$ cat src/adpcmb_pkg.sv
// ------------------------------------------------------------
// shared definitions for the ADPCM-B channel
// vector typedefs for addresses, pages, samples and gain
// decoder step limits and step multiplier table
// counter state enum
// ------------------------------------------------------------
package adpcmb_pkg;

    typedef logic [23:0]        addr_t;    // byte address into sample memory
    typedef logic [15:0]        page_t;    // 256-byte page, addr = page * 256
    typedef logic [15:0]        delta_t;   // delta-N phase increment
    typedef logic signed [15:0] pcm_t;     // signed sample
    typedef logic [3:0]         nibble_t;  // ADPCM code, bit 3 is the sign
    typedef logic [7:0]         tl_t;      // total level
    typedef logic [15:0]        step_t;    // adaptive step size

    // step size limits
    localparam step_t STEP_MIN = 16'd127;
    localparam step_t STEP_MAX = 16'd24576;

    // saturation limits of the decoded sample
    localparam pcm_t PCM_MAX = 16'sh7fff;
    localparam pcm_t PCM_MIN = 16'sh8000;

    // step multiplier per code magnitude, in 64ths
    localparam logic [7:0] step_scale [8] = '{
        8'd57, 8'd57, 8'd57, 8'd57,    // small codes shrink the step
        8'd77, 8'd102, 8'd128, 8'd153  // large codes grow it
    };

    typedef enum logic [1:0] {
        IDLE,  // waiting for key on
        PLAY,  // fetching nibbles
        DONE   // end of a non-repeating sample
    } cnt_state_e;

endpackage
$ cat src/adpcmb_seq_if.sv
// ------------------------------------------------------------
// sequencer to datapath link
// fetch strobe level, nibble select, byte address
// and the top byte of the phase accumulator
// ------------------------------------------------------------
interface adpcmb_seq_if;

    logic              adv;         // phase carry, valid on the cen55 cycle
    logic              nibble_sel;  // 0 high nibble, 1 low nibble
    adpcmb_pkg::addr_t addr;        // byte to read
    logic [7:0]        phase_frac;  // position between two samples

    // counter side
    modport cnt (output adv, nibble_sel, addr, phase_frac);

    // datapath side
    modport dp (input adv, nibble_sel, addr, phase_frac);

endinterface

$ cat src/adpcmb_top.sv
// ------------------------------------------------------------
// ADPCM-B playback channel top level
// clock enable divider and channel driver
// ------------------------------------------------------------
module adpcmb_top #(
    parameter int CEN_DIV   = 2,
    parameter int CEN55_DIV = 8,
    parameter int INTERPOL  = 1
) (
    input  logic               clk,
    input  logic               arst_n,
    input  logic               key_on,
    input  logic               repeat_en,
    input  logic               chan_rst,
    input  logic [1:0]         pan,
    input  adpcmb_pkg::page_t  start_page,
    input  adpcmb_pkg::page_t  end_page,
    input  adpcmb_pkg::delta_t delta_n,
    input  adpcmb_pkg::tl_t    tl,
    input  logic               clr_flag,
    input  logic [7:0]         mem_data,
    output adpcmb_pkg::addr_t  mem_addr,
    output logic               mem_oe_n,
    output logic               flag,
    output adpcmb_pkg::pcm_t   pcm_l,
    output adpcmb_pkg::pcm_t   pcm_r
);

    logic cen;
    logic cen55;  // sample rate tick

    adpcmb_cen #(
        .CEN_DIV   (CEN_DIV),
        .CEN55_DIV (CEN55_DIV)
    ) adpcmb_cen_inst (
        .clk    (clk),
        .arst_n (arst_n),
        .cen    (cen),
        .cen55  (cen55)
    );

    adpcmb_drv #(
        .INTERPOL (INTERPOL)
    ) adpcmb_drv_inst (
        .clk        (clk),
        .arst_n     (arst_n),
        .cen        (cen),
        .cen55      (cen55),
        .key_on     (key_on),
        .repeat_en  (repeat_en),
        .chan_rst   (chan_rst),
        .pan        (pan),
        .start_page (start_page),
        .end_page   (end_page),
        .delta_n    (delta_n),
        .tl         (tl),
        .clr_flag   (clr_flag),
        .mem_addr   (mem_addr),
        .mem_data   (mem_data),
        .mem_oe_n   (mem_oe_n),
        .flag       (flag),
        .pcm_l      (pcm_l),
        .pcm_r      (pcm_r)
    );

endmodule

$ cat src/adpcmb_drv.sv
// ------------------------------------------------------------
// ADPCM-B channel driver
// sequencer, memory strobe and nibble select
// decoder, interpolator and gain chain
// left/right panning on cen55
// ------------------------------------------------------------
module adpcmb_drv #(
    parameter int INTERPOL = 1
) (
    input  logic               clk,
    input  logic               arst_n,
    input  logic               cen,
    input  logic               cen55,
    input  logic               key_on,
    input  logic               repeat_en,
    input  logic               chan_rst,
    input  logic [1:0]         pan,         // bit 1 left, bit 0 right
    input  adpcmb_pkg::page_t  start_page,
    input  adpcmb_pkg::page_t  end_page,
    input  adpcmb_pkg::delta_t delta_n,
    input  adpcmb_pkg::tl_t    tl,
    input  logic               clr_flag,
    output adpcmb_pkg::addr_t  mem_addr,
    input  logic [7:0]         mem_data,
    output logic               mem_oe_n,
    output logic               flag,
    output adpcmb_pkg::pcm_t   pcm_l,
    output adpcmb_pkg::pcm_t   pcm_r
);

    adpcmb_seq_if seq ();

    logic                sel_q;    // nibble select of the pending read
    logic                din_vld;  // din just loaded
    logic                key_q;
    logic                dec_clr;
    adpcmb_pkg::nibble_t din;
    adpcmb_pkg::pcm_t    pcm_dec;
    adpcmb_pkg::pcm_t    pcm_int;
    adpcmb_pkg::pcm_t    pcm_gain;

    adpcmb_cnt adpcmb_cnt_inst (
        .clk        (clk),
        .arst_n     (arst_n),
        .cen55      (cen55),
        .key_on     (key_on),
        .repeat_en  (repeat_en),
        .chan_rst   (chan_rst),
        .start_page (start_page),
        .end_page   (end_page),
        .delta_n    (delta_n),
        .clr_flag   (clr_flag),
        .flag       (flag),
        .seq        (seq)
    );

    // fresh decoder on every key on and on channel reset
    assign dec_clr = chan_rst | (key_on & ~key_q);

    always_ff @(posedge clk or negedge arst_n) begin
        if (!arst_n) begin
            mem_oe_n <= 1'b1;
            din_vld  <= 1'b0;
            key_q    <= 1'b0;
        end else begin
            mem_oe_n <= ~(seq.adv & cen55 & ~chan_rst);  // one clk per fetch
            din_vld  <= ~mem_oe_n;
            key_q    <= key_on;
        end
    end

    // address held for the read, the counter moves on meanwhile
    always_ff @(posedge clk) begin
        if (seq.adv && cen55) begin
            mem_addr <= seq.addr;
            sel_q    <= seq.nibble_sel;
        end
        if (!mem_oe_n) begin
            din <= sel_q ? mem_data[3:0] : mem_data[7:4];  // high nibble first
        end
    end

    adpcmb_decoder adpcmb_decoder_inst (
        .clk    (clk),
        .arst_n (arst_n),
        .cen    (cen),
        .adv    (din_vld),
        .data   (din),
        .clr    (dec_clr),
        .pcm    (pcm_dec)
    );

    adpcmb_interpol #(
        .INTERPOL (INTERPOL)
    ) adpcmb_interpol_inst (
        .clk        (clk),
        .arst_n     (arst_n),
        .cen55      (cen55),
        .adv        (seq.adv),
        .phase_frac (seq.phase_frac),
        .pcm_in     (pcm_dec),
        .pcm_out    (pcm_int)
    );

    adpcmb_gain adpcmb_gain_inst (
        .clk     (clk),
        .arst_n  (arst_n),
        .cen55   (cen55),
        .tl      (tl),
        .pcm_in  (pcm_int),
        .pcm_out (pcm_gain)
    );

    // panning, a disabled side is silent
    always_ff @(posedge clk or negedge arst_n) begin
        if (!arst_n) begin
            pcm_l <= '0;
            pcm_r <= '0;
        end else if (cen55) begin
            pcm_l <= pan[1] ? pcm_gain : '0;
            pcm_r <= pan[0] ? pcm_gain : '0;
        end
    end

endmodule

$ cat src/adpcmb_gain.sv
// ------------------------------------------------------------
// total level gain stage
// out = in * tl / 256, floor rounding, updated on cen55
// ------------------------------------------------------------
module adpcmb_gain (
    input  logic             clk,
    input  logic             arst_n,
    input  logic             cen55,
    input  adpcmb_pkg::tl_t  tl,
    input  adpcmb_pkg::pcm_t pcm_in,
    output adpcmb_pkg::pcm_t pcm_out
);

    logic signed [24:0] prod;  // 16 x 9 bit signed

    assign prod = pcm_in * $signed({1'b0, tl});  // tl is unsigned

    always_ff @(posedge clk or negedge arst_n) begin
        if (!arst_n) begin
            pcm_out <= '0;
        end else if (cen55) begin
            pcm_out <= prod[23:8];  // dropping low bits rounds down
        end
    end

endmodule

$ cat src/adpcmb_interpol.sv
// ------------------------------------------------------------
// linear interpolation between decoded samples
// previous/current pair shifted on each fetch
// weight from the top byte of the phase accumulator
// INTERPOL = 0 passes the decoder output through
// ------------------------------------------------------------
module adpcmb_interpol #(
    parameter int INTERPOL = 1
) (
    input  logic             clk,
    input  logic             arst_n,
    input  logic             cen55,
    input  logic             adv,
    input  logic [7:0]       phase_frac,
    input  adpcmb_pkg::pcm_t pcm_in,
    output adpcmb_pkg::pcm_t pcm_out
);

    adpcmb_pkg::pcm_t   prev;
    adpcmb_pkg::pcm_t   cur;
    logic signed [16:0] delta;   // cur - prev, full range
    logic signed [25:0] scaled;  // delta * frac
    adpcmb_pkg::pcm_t   lerp;

    // shift on a fetch tick, pcm_in holds the last finished sample
    always_ff @(posedge clk or negedge arst_n) begin
        if (!arst_n) begin
            prev <= '0;
            cur  <= '0;
        end else if (cen55 && adv) begin
            prev <= cur;
            cur  <= pcm_in;
        end
    end

    assign delta  = $signed({cur[15], cur}) - $signed({prev[15], prev});
    assign scaled = delta * $signed({1'b0, phase_frac});

    // wraps in 16 bits but the true result always lies in range
    assign lerp = prev + scaled[23:8];

    // frac < 256 keeps the result between prev and cur
    assign pcm_out = (INTERPOL != 0) ? lerp : pcm_in;

endmodule

$ cat src/adpcmb_decoder.sv
// ------------------------------------------------------------
// adaptive-step ADPCM nibble decoder
// two cen-paced stages after each new nibble
// difference and step product, then accumulate and clamp
// ------------------------------------------------------------
module adpcmb_decoder (
    input  logic                clk,
    input  logic                arst_n,
    input  logic                cen,
    input  logic                adv,   // new nibble on data
    input  adpcmb_pkg::nibble_t data,
    input  logic                clr,   // back to silence
    output adpcmb_pkg::pcm_t    pcm
);

    typedef enum logic [1:0] {
        DEC_IDLE,
        DEC_MUL,  // products from code and step
        DEC_ACC   // update sample and step
    } dec_state_e;

    dec_state_e          st;
    adpcmb_pkg::nibble_t code;
    adpcmb_pkg::step_t   step;
    logic [19:0]         diff_full;  // (2*mag+1) * step
    logic [23:0]         step_full;  // step * scale
    logic [16:0]         diff;       // diff_full / 8
    logic [17:0]         step_nx;    // step_full / 64, before clamp
    logic signed [17:0]  sum;
    adpcmb_pkg::pcm_t    pcm_nx;
    adpcmb_pkg::step_t   step_cl;

    assign diff_full = {code[2:0], 1'b1} * step;
    assign step_full = step * adpcmb_pkg::step_scale[code[2:0]];

    always_comb begin
        // sign bit picks direction, headroom of two bits
        if (code[3]) begin
            sum = $signed({{2{pcm[15]}}, pcm}) - $signed({1'b0, diff});
        end else begin
            sum = $signed({{2{pcm[15]}}, pcm}) + $signed({1'b0, diff});
        end
        if (sum > 18'sd32767) begin
            pcm_nx = adpcmb_pkg::PCM_MAX;
        end else if (sum < -18'sd32768) begin
            pcm_nx = adpcmb_pkg::PCM_MIN;
        end else begin
            pcm_nx = sum[15:0];
        end
        if (step_nx > 18'(adpcmb_pkg::STEP_MAX)) begin
            step_cl = adpcmb_pkg::STEP_MAX;
        end else if (step_nx < 18'(adpcmb_pkg::STEP_MIN)) begin
            step_cl = adpcmb_pkg::STEP_MIN;
        end else begin
            step_cl = step_nx[15:0];
        end
    end

    always_ff @(posedge clk or negedge arst_n) begin
        if (!arst_n) begin
            st   <= DEC_IDLE;
            pcm  <= '0;
            step <= adpcmb_pkg::STEP_MIN;
        end else if (clr) begin
            st   <= DEC_IDLE;
            pcm  <= '0;
            step <= adpcmb_pkg::STEP_MIN;
        end else if (adv) begin
            st <= DEC_MUL;  // adv need not line up with cen
        end else if (cen) begin
            case (st)
                DEC_MUL: st <= DEC_ACC;
                DEC_ACC: begin
                    pcm  <= pcm_nx;
                    step <= step_cl;
                    st   <= DEC_IDLE;
                end
                default: st <= DEC_IDLE;
            endcase
        end
    end

    // intermediate products
    always_ff @(posedge clk) begin
        if (adv) begin
            code <= data;
        end
        if (cen && st == DEC_MUL) begin
            diff    <= diff_full[19:3];
            step_nx <= step_full[23:6];
        end
    end

endmodule

$ cat src/adpcmb_cnt.sv
// ------------------------------------------------------------
// playback sequencer
// key-on edge detect and idle/play/done state machine
// delta-N phase accumulator, address and nibble counter
// end page repeat or stop, end-of-sample flag
// ------------------------------------------------------------
module adpcmb_cnt (
    input  logic               clk,
    input  logic               arst_n,
    input  logic               cen55,
    input  logic               key_on,
    input  logic               repeat_en,
    input  logic               chan_rst,
    input  adpcmb_pkg::page_t  start_page,
    input  adpcmb_pkg::page_t  end_page,
    input  adpcmb_pkg::delta_t delta_n,
    input  logic               clr_flag,
    output logic               flag,
    adpcmb_seq_if.cnt          seq
);

    adpcmb_pkg::cnt_state_e state;
    adpcmb_pkg::delta_t     phase;
    adpcmb_pkg::addr_t      addr;
    logic                   nibble_sel;
    logic                   key_q;      // key_on as seen on the last tick
    logic [16:0]            phase_sum;  // bit 16 is the carry
    logic                   key_rise;
    logic                   last_byte;
    logic                   stop;

    assign phase_sum = {1'b0, phase} + {1'b0, delta_n};
    assign key_rise  = key_on & ~key_q;
    assign last_byte = (addr == {end_page, 8'hff});  // last byte of end page

    // low nibble of the last byte consumed, no repeat
    assign stop = cen55 & ~chan_rst & seq.adv & nibble_sel
                & last_byte & ~repeat_en;

    // a restart tick fetches nothing
    assign seq.adv        = (state == adpcmb_pkg::PLAY) & phase_sum[16] & ~key_rise;
    assign seq.nibble_sel = nibble_sel;
    assign seq.addr       = addr;
    assign seq.phase_frac = phase[15:8];

    always_ff @(posedge clk or negedge arst_n) begin
        if (!arst_n) begin
            state      <= adpcmb_pkg::IDLE;
            phase      <= '0;
            addr       <= '0;
            nibble_sel <= 1'b0;
            key_q      <= 1'b0;
        end else if (chan_rst) begin
            state <= adpcmb_pkg::IDLE;  // does not wait for a tick
        end else if (cen55) begin
            key_q <= key_on;
            if (key_rise) begin  // (re)start from the first byte
                state      <= adpcmb_pkg::PLAY;
                phase      <= '0;
                addr       <= {start_page, 8'h00};
                nibble_sel <= 1'b0;
            end else if (state == adpcmb_pkg::PLAY) begin
                phase <= phase_sum[15:0];
                if (seq.adv) begin
                    nibble_sel <= ~nibble_sel;  // high then low
                    if (nibble_sel) begin       // byte fully used
                        if (!last_byte) begin
                            addr <= addr + 1'b1;
                        end else if (repeat_en) begin
                            addr <= {start_page, 8'h00};  // loop
                        end else begin
                            state <= adpcmb_pkg::DONE;
                        end
                    end
                end
            end
        end
    end

    // flag holds until cleared
    always_ff @(posedge clk or negedge arst_n) begin
        if (!arst_n) begin
            flag <= 1'b0;
        end else if (clr_flag) begin
            flag <= 1'b0;
        end else if (stop) begin
            flag <= 1'b1;
        end
    end

    // the end page check must stop or wrap the address in time
    a_addr_in_range: assert property (@(posedge clk) disable iff (!arst_n)
        (state == adpcmb_pkg::PLAY) |-> (addr <= {end_page, 8'hff}));

endmodule

$ cat src/adpcmb_cen.sv
// ------------------------------------------------------------
// clock enable divider
// cen pulses once every CEN_DIV clocks
// cen55 pulses with a cen, once every CEN55_DIV cens
// ------------------------------------------------------------
module adpcmb_cen #(
    parameter int CEN_DIV   = 2,
    parameter int CEN55_DIV = 8
) (
    input  logic clk,
    input  logic arst_n,
    output logic cen,
    output logic cen55
);

    localparam int DIV_W = (CEN_DIV > 1) ? $clog2(CEN_DIV) : 1;
    localparam int SUB_W = (CEN55_DIV > 1) ? $clog2(CEN55_DIV) : 1;

    logic [DIV_W-1:0] div_cnt;  // clocks within one cen period
    logic [SUB_W-1:0] sub_cnt;  // cens within one cen55 period

    always_ff @(posedge clk or negedge arst_n) begin
        if (!arst_n) begin
            div_cnt <= '0;
            sub_cnt <= '0;
        end else begin
            div_cnt <= (div_cnt == DIV_W'(CEN_DIV - 1)) ? '0 : div_cnt + 1'b1;
            if (cen) begin  // sub counter only moves on cen
                sub_cnt <= (sub_cnt == SUB_W'(CEN55_DIV - 1)) ? '0 : sub_cnt + 1'b1;
            end
        end
    end

    assign cen   = (div_cnt == '0);
    assign cen55 = cen && (sub_cnt == '0);  // aligned to a cen

    // both counters wrap together, one cen55 per CEN_DIV * CEN55_DIV clocks
    a_cen55_period: assert property (@(posedge clk) disable iff (!arst_n)
        cen55 |=> !cen55 [* (CEN_DIV * CEN55_DIV - 1)] ##1 cen55);

endmodule

$ cat config.mk
export PLATFORM = sky130hd
export DESIGN_NAME = adpcmb_top
export DESIGN_NICKNAME = d
export VERILOG_FILES = /design/src/adpcmb_pkg.sv /design/src/adpcmb_seq_if.sv /design/src/adpcmb_top.sv /design/src/adpcmb_drv.sv /design/src/adpcmb_gain.sv /design/src/adpcmb_interpol.sv /design/src/adpcmb_decoder.sv /design/src/adpcmb_cnt.sv /design/src/adpcmb_cen.sv
export SDC_FILE = /design/constraint.sdc
export NUM_CORES = 1
export LEC_CHECK = 0
export ABC_AREA = 1
export BUFFER_PORTS_ARGS = -buffer_cell sky130_fd_sc_hd__buf_2
export CORE_ASPECT_RATIO = 1.5
export CORE_UTILIZATION = 65
export CTS_CLUSTER_SIZE = 14
export DETAILED_ROUTE_END_ITERATION = 7
export PLACE_DENSITY = 0.85
export SYNTH_ARGS = -nofsm -noshare
export SYNTH_HDL_FRONTEND = slang
export SYNTH_SLANG_ARGS = --single-unit
$ cat constraint.sdc
create_clock -name clk -period 29.4 [get_ports clk]
set_clock_uncertainty 0.15 [all_clocks]
set_input_delay 8.82 -clock clk [delete_from_list [all_inputs] [get_ports clk]]
set_output_delay 8.82 -clock clk [all_outputs]
set_load 0.005 [all_outputs]
==> reports/qor.txt <==
Commonest cells post-synth: nand2_1, inv_1, nor2_1
Main synth FF type: dfrtp_1
DR vias/cell: 5.56
Slew @ Worst Pin: 1070 ps
Port Buffer Count: 129
most used cell along the critical path: fa_1
Skew-Pair Late Insertion Delay: 570 ps
GRT met1 Usage: 35.9%
slowest CP cell: fa_1
Hold Crit Depth: 0
Max Buffers Root-to-Sink: 3
pin count of the biggest net entering global routing: 85
Fillers: 3491
Initial Utilization: 66.3%
finished layout cell area: 30000 µm²
Ys Warns: 0
final non-filler cell total: 4310
Worst-path clk slew: 70 ps
syn_nets: 4259
Reg-to-Reg Start: adpcmb_drv_inst.adpcmb_interpol_inst.prev[0]
GR met2 Demand/Resource: 62.7%
Rel. slew slack: 28.4%
layout cell share with drive strength beyond 1: 6.03%
hold wc startpoint: adpcmb_drv_inst.din[1]
Core ar.: 42400 µm²
chip width: 172 µm
min-delay worst type: flip-flop to flip-flop
Setup Viol. Count Final: 0
Num CTS Buffers: 24
vias in the first global route: 25400
die area: 44000 µm²
multi-input logic area: 18800 µm²
Critical Path Source Type: primary input
distinct cell type count after synthesis: 54
Mapped Area: 28100 µm²
Crit Path Category: primary input to flip-flop
Critical R2R Capture: adpcmb_drv_inst.adpcmb_gain_inst.pcm_out[14]
clk root buf: clkbuf_16
Critical Path AT: 13520 ps
cts hold-fix bufs: 0
max_cap viols: 0
initial antenna violation count: 2
row count: 92
outcome: completed
largest area contributor in the netlist: fa_1
Die Ht: 257 µm
post-synthesis sequential area ratio: 22.1%
RePlAce Congestion: 0.977
Final Hold Viols: 0
GR peak layer: met2
WL final: 71.5 mm
cells resized by post-CTS repair: 0
area fraction of the dominant cell type after synthesis: 22.2%
Layout area overhead: 7.00%
asr flop ratio synth: 70.9%
TNS Setup: 0 ps
Core Util, Final: 70.9%
post-route ant nets: 0
DR iter-0 viols: 1631
worst-path cell chain: buf_2 -> nand3_1 -> fa_1 -> inv_1 -> fa_1 -> inv_1 -> fa_1 -> fa_1 -> inv_1 -> ha_1 -> nand2_1 -> nor4_1 -> nand4_1 -> nand3_1 -> nand2_1 -> nand3_1 -> nand2_1
Max Slew Vio Count: 0
R2R depth: 48
postcts setup bufs: 0
DRC: 0
GRT Util Overall: 34.4%
drt pass-1 iters: 5
RSZ-0062 raised after global routing: no
Mapped Cells: 3646
met3 Use GR: 3.44%
R2R setup slack: 16750 ps
Via Count: 24000
Synth area leaders: fa_1, dfrtp_1, nand2_1, ha_1, inv_1
crit path max fanout: 17
io pins: 130
CTS tree: yes
fin nets: 4341
count leader, synth: nand2_1
CTS sink cnt: 234
Syn Area/Cell: 7.70 µm²
Peak Freq: 75.7 MHz
FF+latch area: 6210 µm²
end of the worst hold path: adpcmb_drv_inst.adpcmb_decoder_inst.code[1]
Req. time, crit path: 29710 ps
Cell Area, Placed: 29200 µm²
Tmin final: 13210 ps
crit end category: flip-flop
Crit path largest cell delay: 750 ps
DR WL/cell: 16.6 µm
fin crit share: 44.9%
Max H-tree Level: 1
grt ovf: 0
dpl cells: 4266
#FFs+latches synth: 234
Final HPWL DP: 57.9 mm
Post-synth EDFFs: 68
first-pass GRT wire length: 119 mm
cells in the final DEF, fill, tap and decap left out, types with 68 or more instances in the layout:
| master | netlist | routed |
|---|---|---|
| nand2_1 | 911 | 911 |
| buf_2 | 11 | 128 |
| dfrtp_1 | 158 | 158 |
| edfxtp_1 | 68 | 68 |
| nand3_1 | 176 | 176 |
| a21oi_1 | 152 | 152 |
| fa_1 | 312 | 312 |
| xor2_1 | 93 | 93 |
| nor2_1 | 314 | 313 |
| inv_1 | 720 | 719 |
| ha_1 | 229 | 229 |
| o21ai_0 | 146 | 146 |
through the flow:
step           hold WS [ps]  setup slack [ps]
3_5_place_dp            255             15780
4_1_cts                 271             16350
5_1_grt                 285             16030
2_1_floorplan           250             16290
6_report                269             16190
3_3_place_gp            253             15880
registers in the layout (all words and copies together) (netlist names), 17 cells and up:
name	count
adpcmb_drv_inst.mem_addr	24
adpcmb_drv_inst.adpcmb_decoder_inst.diff	17
adpcmb_drv_inst.adpcmb_cnt_inst.seq.addr	24
adpcmb_drv_inst.adpcmb_decoder_inst.step_nx	18
final cells by class:
class / instances / share of cell area, %
multi-input combinational: 2595 / 62.5
clock buffer: 37 / 2.54
antenna: 1 / 0.00833
tap: 564 / 2.35
inverter: 736 / 9.20
timing repair buffer: 137 / 2.37
sequential: 234 / 20.7
clock inverter: 6 / 0.342
worst max-delay path by stage:
stage                     startpoint  depth (start not counted)  slack, ps                                      endpoint
after floorplan                tl[4]                         20      16290  adpcmb_drv_inst.adpcmb_gain_inst.pcm_out[15]
after global placement         tl[3]                         18      15880  adpcmb_drv_inst.adpcmb_gain_inst.pcm_out[14]
after detailed placement       tl[1]                         17      15780  adpcmb_drv_inst.adpcmb_gain_inst.pcm_out[14]
after CTS                      tl[1]                         19      16350  adpcmb_drv_inst.adpcmb_gain_inst.pcm_out[15]
after global routing           tl[1]                         19      16030  adpcmb_drv_inst.adpcmb_gain_inst.pcm_out[15]
final                          tl[1]                         17      16190  adpcmb_drv_inst.adpcmb_gain_inst.pcm_out[14]
logic make-up after synthesis:
family / share of synthesized area (%)
AO/OA/AOI/OAI: 7.61
XOR/XNOR: 4.37
adder cells (fa/ha/maj): 32.5
buffers and inverters: 11.0
flip-flops: 22.1
multiplexers: 0.160
AND/OR/NAND/NOR: 22.3
metal layers:
metal | wire length, µm | part of all wire (%) | vias up
met5 | 14 | 0.020 | -
li1 | - | - | 11500
met2 | 37800 | 53 | 750
met4 | 5890 | 8.2 | 2
met1 | 25100 | 35 | 11400
met3 | 2700 | 3.8 | 331
worst max-delay path, delay by kind of cell:
| kind | cells | cell delay [ps] |
|---|---|---|
| adder cells (fa/ha/maj) | 5 | 2700 |
| buffers and inverters | 4 | 590 |
| AND/OR/NAND/NOR | 8 | 1390 |
Power is not shown: default switching activity piles up to over one toggle a cycle in this logic, so the estimate is an artifact.
